[src/obi_pkg.sv]
// bus-level types for the data request port and its response
`default_nettype none

package obi_pkg;

  // byte address
  typedef logic [31:0] addr_t;

  // one data word
  typedef logic [31:0] data_t;

  // one enable per byte lane
  typedef logic [3:0] be_t;

  // request side, driven by the master
  typedef struct packed {
    logic  req;
    logic  we;
    be_t   be;
    addr_t addr;
    data_t wdata;
  } obi_req_t;

  // response side
  // gnt in the request cycle, rvalid one cycle later
  typedef struct packed {
    logic  gnt;
    logic  rvalid;
    logic  err;
    data_t rdata;
  } obi_resp_t;

endpackage

`default_nettype wire
[src/mm_map_pkg.sv]
// address map, internal request structs and timer constants of the RAM subsystem
`default_nettype none

package mm_map_pkg;

  import obi_pkg::*;

  // 8 KiB of RAM, split into two banks
  localparam int unsigned RamBytes  = 8192;
  localparam int unsigned BankWords = 1024;

  // word address inside one bank
  typedef logic [9:0] bank_addr_t;

  // pseudo-peripheral registers
  localparam addr_t PrintAddr      = 32'h1000_0000;
  localparam addr_t TimerMaskAddr  = 32'h1500_0000;
  localparam addr_t TimerCountAddr = 32'h1500_0004;

  // interrupt id, as seen on the ack interface
  typedef logic [4:0] irq_id_t;

  // timer id, also the enable bit in the mask register
  localparam irq_id_t TimerIrqId = 5'd7;

  // request as seen by one RAM bank
  typedef struct packed {
    logic       req;
    logic       we;
    be_t        be;
    bank_addr_t addr;
    data_t      wdata;
  } bank_req_t;

  typedef enum logic [1:0] {
    REG_PRINT,
    REG_TIMER_MASK,
    REG_TIMER_COUNT
  } periph_reg_t;

  // request as seen by the peripheral block
  typedef struct packed {
    logic        req;
    logic        we;
    periph_reg_t sel;
    data_t       wdata;
  } periph_req_t;

  // decoded destination of a data request
  typedef enum logic [1:0] {
    TGT_BANK0,
    TGT_BANK1,
    TGT_PERIPH,
    TGT_ERR
  } target_t;

endpackage

`default_nettype wire

[src/mm_pseudo_periph.sv]
// pseudo peripherals: character print register and countdown timer with interrupt
`default_nettype none

module mm_pseudo_periph
  import obi_pkg::*;
  import mm_map_pkg::*;
(
  input  wire         clk_i,
  input  wire         rst_ni,
  input  periph_req_t periph_req_i,
  output data_t       periph_rdata_o,
  input  irq_id_t     irq_id_i,
  input  wire         irq_ack_i,
  output logic        irq_timer_o,
  output logic        print_valid_o,
  output logic [7:0]  print_char_o
);

  logic  print_wr;
  logic  mask_wr;
  logic  count_wr;
  logic  timer_ack;

  data_t mask_q;
  data_t count_q;
  logic  irq_q;
  logic  print_valid_q;
  logic [7:0] print_char_q;
  data_t rdata_q;

  assign print_wr  = periph_req_i.req && periph_req_i.we && (periph_req_i.sel == REG_PRINT);
  assign mask_wr   = periph_req_i.req && periph_req_i.we &&
                     (periph_req_i.sel == REG_TIMER_MASK);
  assign count_wr  = periph_req_i.req && periph_req_i.we &&
                     (periph_req_i.sel == REG_TIMER_COUNT);
  assign timer_ack = irq_ack_i && (irq_id_i == TimerIrqId);

  // timer state, writes win over counting
  always_ff @(posedge clk_i or negedge rst_ni) begin
    if (!rst_ni) begin
      mask_q  <= '0;
      count_q <= '0;
      irq_q   <= 1'b0;
    end else if (mask_wr) begin
      mask_q <= periph_req_i.wdata;
    end else if (count_wr) begin
      count_q <= periph_req_i.wdata;
    end else begin
      if (count_q != '0) begin
        count_q <= count_q - 1'b1;
      end
      // ack has priority over a new expiry
      if (timer_ack) begin
        irq_q <= 1'b0;
      end else if (count_q == data_t'(1) && mask_q[TimerIrqId]) begin
        irq_q <= 1'b1;
      end
    end
  end

  // one-cycle print strobe
  always_ff @(posedge clk_i or negedge rst_ni) begin
    if (!rst_ni) begin
      print_valid_q <= 1'b0;
    end else begin
      print_valid_q <= print_wr;
    end
  end

  always_ff @(posedge clk_i) begin
    if (print_wr) begin
      print_char_q <= periph_req_i.wdata[7:0];
    end
  end

  // registered readback, print reads as zero
  always_ff @(posedge clk_i) begin
    if (periph_req_i.req) begin
      case (periph_req_i.sel)
        REG_TIMER_MASK:  rdata_q <= mask_q;
        REG_TIMER_COUNT: rdata_q <= count_q;
        default:         rdata_q <= '0;
      endcase
    end
  end

  assign periph_rdata_o = rdata_q;
  assign irq_timer_o    = irq_q;
  assign print_valid_o  = print_valid_q;
  assign print_char_o   = print_char_q;

  // back-to-back strobes need back-to-back print writes
  print_pulse_a : assert property (
    @(posedge clk_i) disable iff (!rst_ni)
    (print_valid_o && $past(print_valid_o)) |-> ($past(print_wr) && $past(print_wr, 2))
  );

  // counter only moves up through a write
  count_monotonic_a : assert property (
    @(posedge clk_i) disable iff (!rst_ni)
    !count_wr |=> (count_q <= $past(count_q))
  );

endmodule

`default_nettype wire

[config.mk]
export PLATFORM = sky130hd
export DESIGN_NAME = mm_pseudo_periph
export DESIGN_NICKNAME = d
export VERILOG_FILES = /design/src/obi_pkg.sv /design/src/mm_map_pkg.sv /design/src/mm_pseudo_periph.sv
export SDC_FILE = /design/constraint.sdc
export NUM_CORES = 1
export LEC_CHECK = 0
export ABC_AREA = 1
export BUFFER_PORTS_ARGS = -buffer_cell sky130_fd_sc_hd__buf_4
export CAP_MARGIN = 20
export CORE_MARGIN = 2
export CORE_UTILIZATION = 25
export DETAILED_ROUTE_END_ITERATION = 12
export GPL_TIMING_DRIVEN = 0
export SLEW_MARGIN = 20
export SYNTH_ARGS = -nofsm -noshare
export SYNTH_HDL_FRONTEND = slang
export SYNTH_SLANG_ARGS = --single-unit
[constraint.sdc]
create_clock -name clk_i -period 1.7 [get_ports clk_i]
set_input_delay 0.085 -clock clk_i [delete_from_list [all_inputs] [get_ports clk_i]]
set_output_delay 0.085 -clock clk_i [all_outputs]
set_load 0.005 [all_outputs]
* Word level (Yosys, flattened, before mapping)
Index checks and enable logic that the tools add are counted.
Operators by class: add/subtract/negate cells 1, eq/ne operators 4, mux-type cells 5, bitwise operators 2, reductions and logical operators 12
Operator list (count):
- $mux W32 | 2
- $pmux W32 S2 | 1
- $eq A32 B1 Y1 const B | 1
- $reduce_bool A32 Y1 | 1
- $sub A32 B1 Y32 const B | 1
- $logic_and A1 B1 Y1 | 6
- $eq A5 B3 Y1 const B | 1
- $reduce_bool A2 Y1 | 2
- $reduce_and A3 Y1 | 1
- $eq A2 B1 Y1 const B | 1
- $eq A2 B2 Y1 const B | 1
- $logic_not A2 Y1 | 1
- $mux W1 | 2
- $not A1 Y1 | 2
- $reduce_and A2 Y1 | 1
Word-level totals: register bits after elaboration 106, bits of input ports 44, output and inout port bits 42, logic and storage cells 30

* Longest topological paths before layout
depth in word-level cells 4, gate-level depth with buffers 11, gate-level depth less buffers 11

* Worst setup path before layout
OpenSTA, ideal clock, no wires.
path type flip-flop to flip-flop, from register count_q[0], to register count_q[9], setup time 0.118 ns, data arrival time 1.519 ns, setup slack 0.064 ns, stages on the path, launching flop included 11, clock period less this slack 1.636 ns, cells stage by stage dfrtp_1 inv_1 ha_1 nand2_4 nor2_8 nand3_4 nor2_2 nor2_4 buf_6 nand2_1 o21ai_2
Between the ends: cells in the longest elaborated chain, start to end 3, elaborated cells on any way between the ends 6, classes of those cells add/sub: 1; mux: 2; reduce/logical: 3
RTL lines:
- from (decl) | line mm_pseudo_periph.sv:25 | data_t count_q;
- from (signal assigned) | line mm_pseudo_periph.sv:47 | count_q <= periph_req_i.wdata;
- from (signal assigned) | line mm_pseudo_periph.sv:50 | count_q <= count_q - 1'b1;
- $sub A32 B1 Y32 / $reduce_bool A32 Y1 (equally long branches) | line mm_pseudo_periph.sv:50, mm_pseudo_periph.sv:49
- $mux W32 / $reduce_bool A2 Y1 (equally long branches)
- $mux W32 / $reduce_and A2 Y1 (equally long branches)
Several ways; a longest one is shown, not always the timed one. The select of a mux whose other input is x is not followed. A chain may end at the register's enable or synchronous reset.

* Final worst setup path
from register count_q[0], to register count_q[25]
Same word-level chain as after synthesis.

==> summary.md <==
| Metric | Value |
|---|---|
| Outcome | `complete, but fails checks` |
| Failing checks | `hold timing` |
| CTS tree | `built` |
| Clk_skew | `0.00590 ns` |
| Synth area leader | `dfrtp_1` |
| Max Buffers Root-to-Sink | `2` |
| Root Buffer | `clkbuf_16` |
| Row count | `between 50 and 60` |
| Critical Path Start Type | `flip-flop` |
| Post-synth EDFFs | `40` |
| Critical Path RT | `1.95 ns` |
| Cell count after placement | `1,097` |
| DIE WIDTH | `155 µm` |
| Ys flop type | `dfrtp_1` |
| Top cell type's share of synthesized area | `roughly 29%` |
| Largest cells by area after synthesis | `dfrtp_1 29%, edfxtp_1 21%, nand2_1 20%` |
| Dpl hpwl | `13,600 µm` |
| Arrival @ worst endpoint | `1.93 ns` |
| Drt first pass iters | `5` |
| Drt wl/cell | `approximately 16 µm` |
| DRC Markers | `0` |
| Via density | `4.62` |
| FFs w/ async S/R, synth | `62.3%` |
| Post-Syn Area | `0.00569 mm²` |
| RSZ-0062 raised after global routing | `true` |
| Crit path max fanout | `6` |
| Buffers on Ports | `85` |
| Mapped Cells | `727` |
| GRT Overall Usage | `15.6%` |
| Grt ovf | `0` |
| WL final | `18,700 µm` |
| Final instance area | `0.00771 mm²` |
| Post-DRT Antenna Nets | `0` |
| Synth-to-Final Area Change | `35.4%` |
| Met1 WL | `8070 µm` |
| Final min period | `1.69 ns` |
| Ratio of cells with drive above 1 in the final layout | `a little over a quarter` |
| Clock sink count | `106` |
| Relative slew slack | `40.0%` |
| Nets | `about 930` |
| Via count | `between 5k and 6k` |
| First-pass GRT wire length | `28,900 µm` |
| Count leader, synth | `nand2_1` |
| Register area share after synthesis | `around half` |
| Total core area | `~0.023 mm²` |
| Layout Utilization | `34.2%` |
| Fin Hold WS | `-0.00844 ns` |
| Setup-failing EPs final | `0` |
| Leakage | `~3.5 nW` |
| Vias in the first global route | `between 5k and 6k` |
| Dpl cell area | `0.00669 mm²` |
| YS warnings | `0` |
| H-tree depth | `3` |
| Number of fillers in the final layout | `2,314` |
| Syn Nets | `776` |
| Met2 WL | `9070 µm` |
| Yosys cell types | `32` |
| PwrDens | `1150 mW/mm²` |
| Worst-Margin Slew | `0.897 ns` |
| VDD IR max | `between 500 and 600 µV` |
| Max Fclk | `approximately 590 MHz` |
| Worst Setup End Kind | `flip-flop` |
| Largest net degree at the start of global routing | `67` |
| GPL Wtd Cong | `0.955` |
| Inserted Clock Buffers | `9` |
| Die ar. | `0.0240 mm²` |
| Fin. Hold Viols | `1` |
| Ports | `86` |
| N_diodes | `0` |
| Slew Viols, Final | `0` |
| Die height | `155 µm` |
| Initial antenna violation count | `0` |
| Avg Cell Area, Syn | `roughly 7.8 µm²` |
| Cell Count, Final, Fillers Out | `1,173` |
| CTS clock-pin slew for the worst setup and hold paths | `roughly 0.07 ns` |
| Max Cap Viol | `0` |
| Top Metal Used | `met4` |
| Detailed Route Iter0 Violations | `479` |
| CP Class | `reg -> reg` |
| Met3 wire length | `between 1000 and 1500 µm` |
| Post-synthesis register bit count | `106` |
| HP Class | `in -> reg` |
| Top post-synthesis cells by count | `299 x nand2_1, 75 x nor2_1, 66 x dfrtp_1, 47 x inv_1` |
| Initial Util | `about 25%` |
| Worst skew pair latency | `0.36 ns` |
| Final Cycle Share | `99.3%` |
[state kept, by name, summed over array words and instances, names as in the netlist]
signal          flops
print_valid_o       1
mask_q             32
count_q            32
print_char_o        8
irq_timer_o         1
periph_rdata_o     32
[logic make-up (layout without fill, tap and decap cells)]
| family | after synthesis | in the layout | share of synthesized area (%) |
|---|---|---|---|
| AO/OA/AOI/OAI | 71 | 71 | 7.10 |
| AND/OR/NAND/NOR | 462 | 462 | 35.0 |
| XOR/XNOR | 3 | 3 | 0.462 |
| flip-flops | 106 | 106 | 50.1 |
| adder cells (fa/ha/maj) | 5 | 5 | 1.10 |
| buffers and inverters | 80 | 241 | 6.22 |
[cell usage in the layout, fill, tap and decap left out, types with 4 or more instances in the layout]
cell type	synthesis	routed
ha_1	5	4
nand2_2	3	8
o21ai_1	3	4
inv_2	2	4
clkbuf_1	19	18
nand3_2	7	6
nor2_1	75	57
edfxtp_1	40	40
buf_6	6	6
nand3b_1	5	5
o21ai_0	23	22
nand2_1	299	293
buf_4	1	119
dfrtp_1	66	42
nor2_4	5	13
a21oi_1	34	34
inv_1	47	45
nor2_2	9	19
buf_2	4	4
dfrtp_2	0	24
or2_2	4	4
o21ai_2	9	9
clkbuf_16	0	9
dlygate4sd3_1	0	26
nand4_1	10	10
nand3_1	40	40
[metal layers]
layer	track usage, %	up-vias
met4	6.57	0
met5	0	-
met2	26.0	200
met1	20.4	2547
li1	-	2641
met3	2.26	34
[final timing paths]
path                            slack, ns   startpoint           to  cells after the start
worst max-delay path                 0.01   count_q[0]  count_q[25]                     10
worst min-delay path               -0.008  irq_id_i[3]  irq_timer_o                      3
worst max register to register       0.01   count_q[0]  count_q[25]                     10
worst min register to register       0.47   mask_q[17]   mask_q[17]                      2
max in group asynchronous            0.67       rst_ni   count_q[4]                      2
min in group asynchronous            0.41       rst_ni   mask_q[17]                      2
[critical path, stage by stage (launching register included)]
cell      delay [ns]
dfrtp_1         0.41
inv_2           0.10
ha_4            0.17
nand2_8         0.07
nor2_8          0.10
nand3_4         0.10
o21bai_4        0.28
buf_6           0.18
nor2_1          0.05
nand2_1         0.05
nand2_1         0.04
[through the flow]
stage | total power [W] | TNS, ns | hold WS [ns] | setup slack, ns
2_1_floorplan | 0.00503 | 0 | -0.211 | 0.0639
3_3_place_gp | 0.00579 | -13.11 | 0.265 | -0.348
3_5_place_dp | 0.00583 | -14.37 | 0.262 | -0.372
4_1_cts | 0.00843 | 0 | 0.00607 | 0.0000233
5_1_grt | 0.00931 | -0.626 | 0.00551 | -0.0777
6_report | 0.00883 | 0 | -0.00844 | 0.0122
[repair_timing]
| item | 4_1_cts | 5_1_grt |
|---|---|---|
| setup buffers | 15 | 18 |
| pin swaps | 4 | 15 |
| hold buffers | 26 | 0 |
| endpoints found under the setup margin | 32 | 40 |
| resized for setup | 35 | 35 |
| hold endpoints to repair | 96 | 0 |
| gates cloned | 1 | 0 |
[report_power, final]
| group | switching (W) | internal, W | leakage, nW |
|---|---|---|---|
| Sequential | 0.000598 | 0.00317 | 1.18 |
| Combinational | 0.00157 | 0.00117 | 2.16 |
| Clock | 0.000981 | 0.00134 | 0.161 |
| Total | 0.00315 | 0.00568 | 3.50 |
[cell type report]
cell class                      instances  area (µm²)  area share (%)
Buffer                                 30         173            2.24
Clock buffer                           11         243            3.15
Clock inverter                          5        82.6            1.07
Inverter                               50         188            2.44
Multi-Input combinational cell        541        2620            34.0
Sequential cell                       106        2880            37.4
Tap cell                              285         357            4.63
Timing Repair Buffer                  145        1160            15.0
Note: power is estimated with default switching activity, not from simulation.
