===== config.mk =====
export PLATFORM = sky130hd
export DESIGN_NAME = mm_data_router
export DESIGN_NICKNAME = d
export VERILOG_FILES = /design/src/obi_pkg.sv /design/src/mm_map_pkg.sv /design/src/mm_data_router.sv
export SDC_FILE = /design/constraint.sdc
export NUM_CORES = 1
export LEC_CHECK = 0
export BUFFER_PORTS_ARGS = -buffer_cell sky130_fd_sc_hd__buf_2
export CAP_MARGIN = 30
export CORE_AREA = 8 8 123 125
export CTS_CLUSTER_SIZE = 8
export DETAILED_ROUTE_END_ITERATION = 8
export DIE_AREA = 0 0 131 133
export SLEW_MARGIN = 10
export SYNTH_ARGS = -nofsm -noshare
export SYNTH_HDL_FRONTEND = slang
export SYNTH_SLANG_ARGS = --single-unit

===== constraint.sdc =====
create_clock -name clk_i -period 1.2 [get_ports clk_i]
set_input_delay 0.12 -clock clk_i [delete_from_list [all_inputs] [get_ports clk_i]]
set_output_delay 0.12 -clock clk_i [all_outputs]
set_load 0.02 [all_outputs]

===== src/obi_pkg.sv =====
// bus-level types for the data request port and its response
`default_nettype none

package obi_pkg;

  // byte address
  typedef logic [31:0] addr_t;

  // one data word
  typedef logic [31:0] data_t;

  // one enable per byte lane
  typedef logic [3:0] be_t;

  // request side, driven by the master
  typedef struct packed {
    logic  req;
    logic  we;
    be_t   be;
    addr_t addr;
    data_t wdata;
  } obi_req_t;

  // response side
  // gnt in the request cycle, rvalid one cycle later
  typedef struct packed {
    logic  gnt;
    logic  rvalid;
    logic  err;
    data_t rdata;
  } obi_resp_t;

endpackage

`default_nettype wire

===== src/mm_map_pkg.sv =====
// address map, internal request structs and timer constants of the RAM subsystem
`default_nettype none

package mm_map_pkg;

  import obi_pkg::*;

  // 8 KiB of RAM, split into two banks
  localparam int unsigned RamBytes  = 8192;
  localparam int unsigned BankWords = 1024;

  // word address inside one bank
  typedef logic [9:0] bank_addr_t;

  // pseudo-peripheral registers
  localparam addr_t PrintAddr      = 32'h1000_0000;
  localparam addr_t TimerMaskAddr  = 32'h1500_0000;
  localparam addr_t TimerCountAddr = 32'h1500_0004;

  // interrupt id, as seen on the ack interface
  typedef logic [4:0] irq_id_t;

  // timer id, also the enable bit in the mask register
  localparam irq_id_t TimerIrqId = 5'd7;

  // request as seen by one RAM bank
  typedef struct packed {
    logic       req;
    logic       we;
    be_t        be;
    bank_addr_t addr;
    data_t      wdata;
  } bank_req_t;

  typedef enum logic [1:0] {
    REG_PRINT,
    REG_TIMER_MASK,
    REG_TIMER_COUNT
  } periph_reg_t;

  // request as seen by the peripheral block
  typedef struct packed {
    logic        req;
    logic        we;
    periph_reg_t sel;
    data_t       wdata;
  } periph_req_t;

  // decoded destination of a data request
  typedef enum logic [1:0] {
    TGT_BANK0,
    TGT_BANK1,
    TGT_PERIPH,
    TGT_ERR
  } target_t;

endpackage

`default_nettype wire


===== src/mm_data_router.sv =====
// data request decoder and response merge for the RAM banks and pseudo peripherals
`default_nettype none

module mm_data_router
  import obi_pkg::*;
  import mm_map_pkg::*;
(
  input  wire         clk_i,
  input  wire         rst_ni,
  input  obi_req_t    data_req_i,
  output obi_resp_t   data_resp_o,
  output bank_req_t   bank0_req_o,
  output bank_req_t   bank1_req_o,
  input  data_t       bank0_rdata_i,
  input  data_t       bank1_rdata_i,
  output periph_req_t periph_req_o,
  input  data_t       periph_rdata_i
);

  target_t     tgt;
  target_t     tgt_q;
  periph_reg_t sel;
  bank_addr_t  bank_addr;
  logic        valid_q;
  logic        we_q;
  data_t       src_rdata;

  // address decode, pure combinational
  always_comb begin
    tgt = TGT_ERR;
    sel = REG_PRINT;
    if (data_req_i.addr < addr_t'(RamBytes / 2)) begin
      tgt = TGT_BANK0;
    end else if (data_req_i.addr < addr_t'(RamBytes)) begin
      tgt = TGT_BANK1;
    end else if (data_req_i.addr == PrintAddr) begin
      tgt = TGT_PERIPH;
      sel = REG_PRINT;
    end else if (data_req_i.addr == TimerMaskAddr) begin
      tgt = TGT_PERIPH;
      sel = REG_TIMER_MASK;
    end else if (data_req_i.addr == TimerCountAddr) begin
      tgt = TGT_PERIPH;
      sel = REG_TIMER_COUNT;
    end
  end

  // word index, identical bit slice in both banks
  assign bank_addr = data_req_i.addr[2 +: $bits(bank_addr_t)];

  always_comb begin
    bank0_req_o.req   = data_req_i.req && (tgt == TGT_BANK0);
    bank0_req_o.we    = data_req_i.we;
    bank0_req_o.be    = data_req_i.be;
    bank0_req_o.addr  = bank_addr;
    bank0_req_o.wdata = data_req_i.wdata;
  end

  always_comb begin
    bank1_req_o.req   = data_req_i.req && (tgt == TGT_BANK1);
    bank1_req_o.we    = data_req_i.we;
    bank1_req_o.be    = data_req_i.be;
    bank1_req_o.addr  = bank_addr;
    bank1_req_o.wdata = data_req_i.wdata;
  end

  always_comb begin
    periph_req_o.req   = data_req_i.req && (tgt == TGT_PERIPH);
    periph_req_o.we    = data_req_i.we;
    periph_req_o.sel   = sel;
    periph_req_o.wdata = data_req_i.wdata;
  end

  // response selector for the following cycle
  always_ff @(posedge clk_i or negedge rst_ni) begin
    if (!rst_ni) begin
      tgt_q   <= TGT_BANK0;
      valid_q <= 1'b0;
      we_q    <= 1'b0;
    end else begin
      valid_q <= data_req_i.req;
      if (data_req_i.req) begin
        tgt_q <= tgt;
        we_q  <= data_req_i.we;
      end
    end
  end

  always_comb begin
    case (tgt_q)
      TGT_BANK0:  src_rdata = bank0_rdata_i;
      TGT_BANK1:  src_rdata = bank1_rdata_i;
      TGT_PERIPH: src_rdata = periph_rdata_i;
      default:    src_rdata = '0;
    endcase
  end

  // write responses carry no data
  always_comb begin
    data_resp_o.gnt    = data_req_i.req;
    data_resp_o.rvalid = valid_q;
    data_resp_o.err    = valid_q && (tgt_q == TGT_ERR);
    data_resp_o.rdata  = we_q ? '0 : src_rdata;
  end

  // every request is granted at once and answered one cycle later
  grant_then_valid_a : assert property (
    @(posedge clk_i) disable iff (!rst_ni)
    data_req_i.req |-> data_resp_o.gnt ##1 data_resp_o.rvalid
  );

  // no response without a grant in the cycle before
  valid_after_grant_a : assert property (
    @(posedge clk_i) disable iff (!rst_ni)
    data_resp_o.rvalid |-> $past(data_resp_o.gnt)
  );

endmodule

`default_nettype wire


Word-level counts from Yosys, hierarchy flattened
Cells that the tools add are included.
- magnitude comparators: 2
- equal/unequal tests: 8
- multiplexer cells: 12
- reduce and logical (&&, ||, !) cells: 6
- operators with widths (operator ; count):
    32-bit by 29-bit equality test with 1-bit output (second input constant) ; 3
    32-bit one-hot mux with 3 select lines ; 1
    32-bit by 13-bit less-than comparator with 1-bit output (second input constant) ; 1
    32-bit by 14-bit less-than comparator with 1-bit output (second input constant) ; 1
    32-bit 2-to-1 mux ; 1
    2-bit 2-to-1 mux ; 7
    2-bit equality test (second input constant) ; 3
    2-bit by 1-bit equality test with 1-bit output (second input constant) ; 2
    1-bit logical AND ; 4
    2-bit zero test ; 2
    1-bit 2-to-1 mux ; 3
- flip-flop bits (word level): 4
- output and inout bits: 167

Logic depth before layout (Yosys ltp)
- word-level depth: 8
- gate-level depth with buffers: 6
- mapped depth without buffers: 4

Least setup slack after synthesis
OpenSTA, ideal clock, no wires.
- path kind: input-to-reg
- start point: in data_req_i[54] (netlist bit)
- end point: reg tgt_q[0]
- arrival time: 1.426 ns
- data required time: 1.026 ns
- setup slack: -0.399 ns
- cell stages on the path: 4
- path through: nor4_1 nand3_1 nor4_1 a211oi_1
- longest elaborated chain between the ends: 6
- elaborated cells on any way between the ends: 10
- ends and longest elaborated chain (element ; RTL line ; RTL):
    from (decl) ; mm_data_router.sv:10 ; input obi_req_t data_req_i,
    branches (longest 5 deep; another with 32-bit by 14-bit less-than comparator with 1-bit output) ; n/a ;
    2-bit 2-to-1 mux (*) ; mm_data_router.sv:32 ; if (data_req_i.addr < addr_t'(RamBytes / 2)) begin
    to (signal assigned) ; mm_data_router.sv:83 ; tgt_q <= tgt;
    to (decl) ; mm_data_router.sv:21 ; target_t tgt_q;
Mark *: on every way between the ends.
A chain may end at the register's enable or synchronous reset.

==> summary.md <==
| Metric | Value |
|---|---|
| Post-route ant nets | 0 |
| Critical path destination | data_resp_o[25] |
| Bufs on Longest Clock Path | 2 |
| Input/output buffers | 194 |
| Share of cells above drive strength 1 | 78.97% |
| Fin crit share | 137.7% |
| Max Fclk | just over 600 MHz |
| Most common cell in the netlist | buf_4 |
| Core area | between 10000 and 15000 um^2 |
| Count of final max-slew check failures | 0 |
| Syn Std Cell Area | 2071 um^2 |
| Hold Crit Class | in -> reg |
| Gpl congestion | about 0.8 |
| Final hold vios | 0 |
| CP Data Arrival Time | 1.53 ns |
| R2r worst-path depth | 5 |
| Largest family of logic cells by synthesized area | buffers and inverters |
| Crit path launch | tgt_q[0] |
| Wire per inst | about 17 um |
| Comb power frac | 46.4% |
| Final Setup Violations | 38 |
| RSZ-0062 raised after global routing | yes |
| Die area | ~17000 um^2 |
| Worst setup SP type | flip-flop |
| Synth-to-Final Area Change | 63.38% |
| Ys flop type | dfrtp_1 |
| Pre-CTS setup slack | -0.5029 ns |
| Final Skew | 0 ns |
| Number of enable flip-flop cells after synthesis | 0 |
| Synthesis-stage register bit count | 4 |
| Synth top area cells | buf_4 (47%), mux2i_1 (15%), nor2_1 (13%), a21oi_1 (7.7%), dfrtp_1 (4.8%) |
| Setup ws final | -0.4520 ns |
| Avg Vias per Cell | 3.956 |
| Vias in the first global route | between 2k and 3k |
| Sequential area share after synthesis | under 10% |
| Io pins | 335 |
| Synth Warn # | 0 |
| Die boundary height | 133 um |
| Residual DRC count | 0 |
| Hpwl dp | 8174 um |
| Internal power | approximately 850 uW |
| Sink Count | 4 |
| Largest net degree at the start of global routing | 22 |
| Initial antenna violation count | 1 |
| XOR/XNOR Fraction of Synth Area | 0% |
| Crit Path Class | reg -> out |
| Mux cell area share after synthesis | 16.01% |
| Syn Area/Cell | 6.658 um^2 |
| Post-Synth Adder-Cell Area | 0% |
| Final Power | 1.231 mW |
| Worst-path fanout max | 7 |
| Ys async rst share | 100.0% |
| Switching Fraction | 30.58% |
| Power density over the cells | approximately 360 nW/um^2 |
| Worst Tran Pin Value | between 0.2 and 0.3 ns |
| Minimum clock period | 1.652 ns |
| Required @ worst endpoint | 1.08 ns |
| Wirelength, routed | approximately 10000 um |
| Worst reg2reg setup slack | 0.03 ns |
| Clock Power Share | roughly two fifths |
| First-pass DRT Iterations | 4 |
| Largest area contributor in the netlist | buf_4 |
| Routed via count | 2318 |
| Area fraction in compound gates after synthesis | 8.097% |
| Initial core utilization | 15.83% |
| CTS tree | yes |
| Max Cap Viol | 0 |
| Post-synth top cells | buf_4 (131), nor2_1 (70), a21oi_1 (32), mux2i_1 (32), clkbuf_1 (7) |
| Reg clk slew, reported paths | 0.03 ns |
| Failing checks | negative setup slack |
| Yosys top cell area share | a little under half |
| H-tree depth | 1 |
| Multi-input gate area in the final layout | 1241 um^2 |
| # fillers | 1414 |
| Worst-skew pair later-pin latency | roughly 0.22 ns |
| TritonCTS Buffers | 3 |
| Post-Syn Instances | 311 |
| Width of the chip | 131 um |
| # rows | 42 |
| Synth unique cells | 25 |
| Final #Nets | 579 |
| First-pass GRT wire length | 13670 um |
| Reg-to-reg startpoint | tgt_q[0] |
| Net Sw Power | 376.6 uW |
| Clock root buffer | clkbuf_16 |
| Sequential cell area | just over 100 um^2 |
| Crit path capture type | primary output |
| Simple-gate share of the synthesized area | 20.79% |
| Total Routing Usage GR | 10.18% |
| Reg power frac | approximately an eighth |
| Total gr overflow | 0 |
| Pleak | 1.785 nW |
| Synth Net Count | 479 |
| RR Endpoint | tgt_q[0] |
| Peak VDD IR | 0.3431 mV |
| Rel. slew slack | about 82% |
| Outcome | complete, but fails checks |
| First DRT Iteration DRCs | 21 |
==> repair_timing <==
action | in CTS | in global routing
pin swaps | 11 | 16
gates cloned | 1 | 2
setup buffers | 6 | 1
hold buffers | 1 | 0
gates resized for setup | 89 | 44
setup endpoints to repair | 38 | 38
hold endpoints to repair | 4 | 0
==> worst min-delay path by stage <==
stage / depth (start not counted) / slack, ns / from / to
final: 2 / 0.16 / data_req_i[69] / valid_q
after detailed placement: 1 / -0.07 / rst_ni / valid_q
after CTS: 2 / 0.16 / data_req_i[69] / valid_q
after global placement: 1 / -0.07 / rst_ni / valid_q
after floorplan: 0 / -0.18 / rst_ni / tgt_q[0]
after global routing: 2 / 0.18 / data_req_i[69] / valid_q
==> placed cells by master, fill, tap and decap left out, types with 2 or more instances in the layout <==
master,instances
a21oi_1,8
a21oi_2,24
buf_12,6
buf_2,151
buf_4,28
buf_6,50
clkbuf_16,5
dfrtp_2,3
mux2i_1,29
mux2i_2,2
nand2_1,3
nand3_2,2
nor2_1,37
nor2_2,33
nor2b_4,2
nor3_1,3
nor4_4,4
==> through the flow <==
step,area [um^2],util (%),hold WS (ns),setup TNS (ns),instances
2_1_floorplan,2255,-,-0.1756,-0.1834,311
3_3_place_gp,2699,20.63,-0.07301,-9.589,572
3_5_place_dp,2699,20.63,-0.07031,-10.00,572
4_1_cts,3153,24.10,0.1631,-14.29,582
5_1_grt,3383,25.86,0.1790,-17.08,586
6_report,3383,25.86,0.1566,-14.20,586
==> critical path: stages, from the launching register on <==
cell     delay (ns)
dfrtp_2        0.42
buf_12         0.16
buf_12         0.14
mux2i_2        0.20
nor2_1         0.06
a21oi_1        0.14
nor2_2         0.05
buf_6          0.13
==> kinds of logic (layout without fill, tap and decap cells) <==
family | count (synthesis) | after routing
compound gates | 33 | 33
simple gates | 96 | 96
mux | 33 | 33
other cells | 0 | 1
flops | 4 | 4
buf+inv | 145 | 243
==> flip-flops by register name, summed over array words and instances (netlist names) <==
signal   count
valid_q      1
tgt_q        2
we_q         1
==> area by class of cell <==
| type | instances | area share, % |
|---|---|---|
| flip-flops and latches | 4 | 3.070 |
| inverters | 1 | 0.1109 |
| clock buffers | 3 | 2.219 |
| well taps | 176 | 6.509 |
| multi-input cells | 162 | 36.69 |
| repair buffers | 239 | 51.33 |
| diodes | 1 | 0.07396 |
==> per-layer routing <==
layer	vias to the layer above	share of wire [%]	global-route usage [%]	wire (um)
li1	1086	-	-	-
met1	1004	31	8.152	3176
met2	214	53	20.63	5368
met3	14	14	4.580	1384
met5	-	0	0	0
met4	0	2.0	3.318	204
==> power by group through the flow <==
stage | clock network, mW | registers [mW] | logic (mW)
after floorplan | 0 | 0.144 | 0.739
after detailed placement | 0 | 0.147 | 0.532
final | 0.515 | 0.146 | 0.571
after global placement | 0 | 0.147 | 0.527
after global routing | 0.534 | 0.146 | 0.614
after CTS | 0.523 | 0.146 | 0.560
No activity file was read; power rests on OpenSTA's default activity.
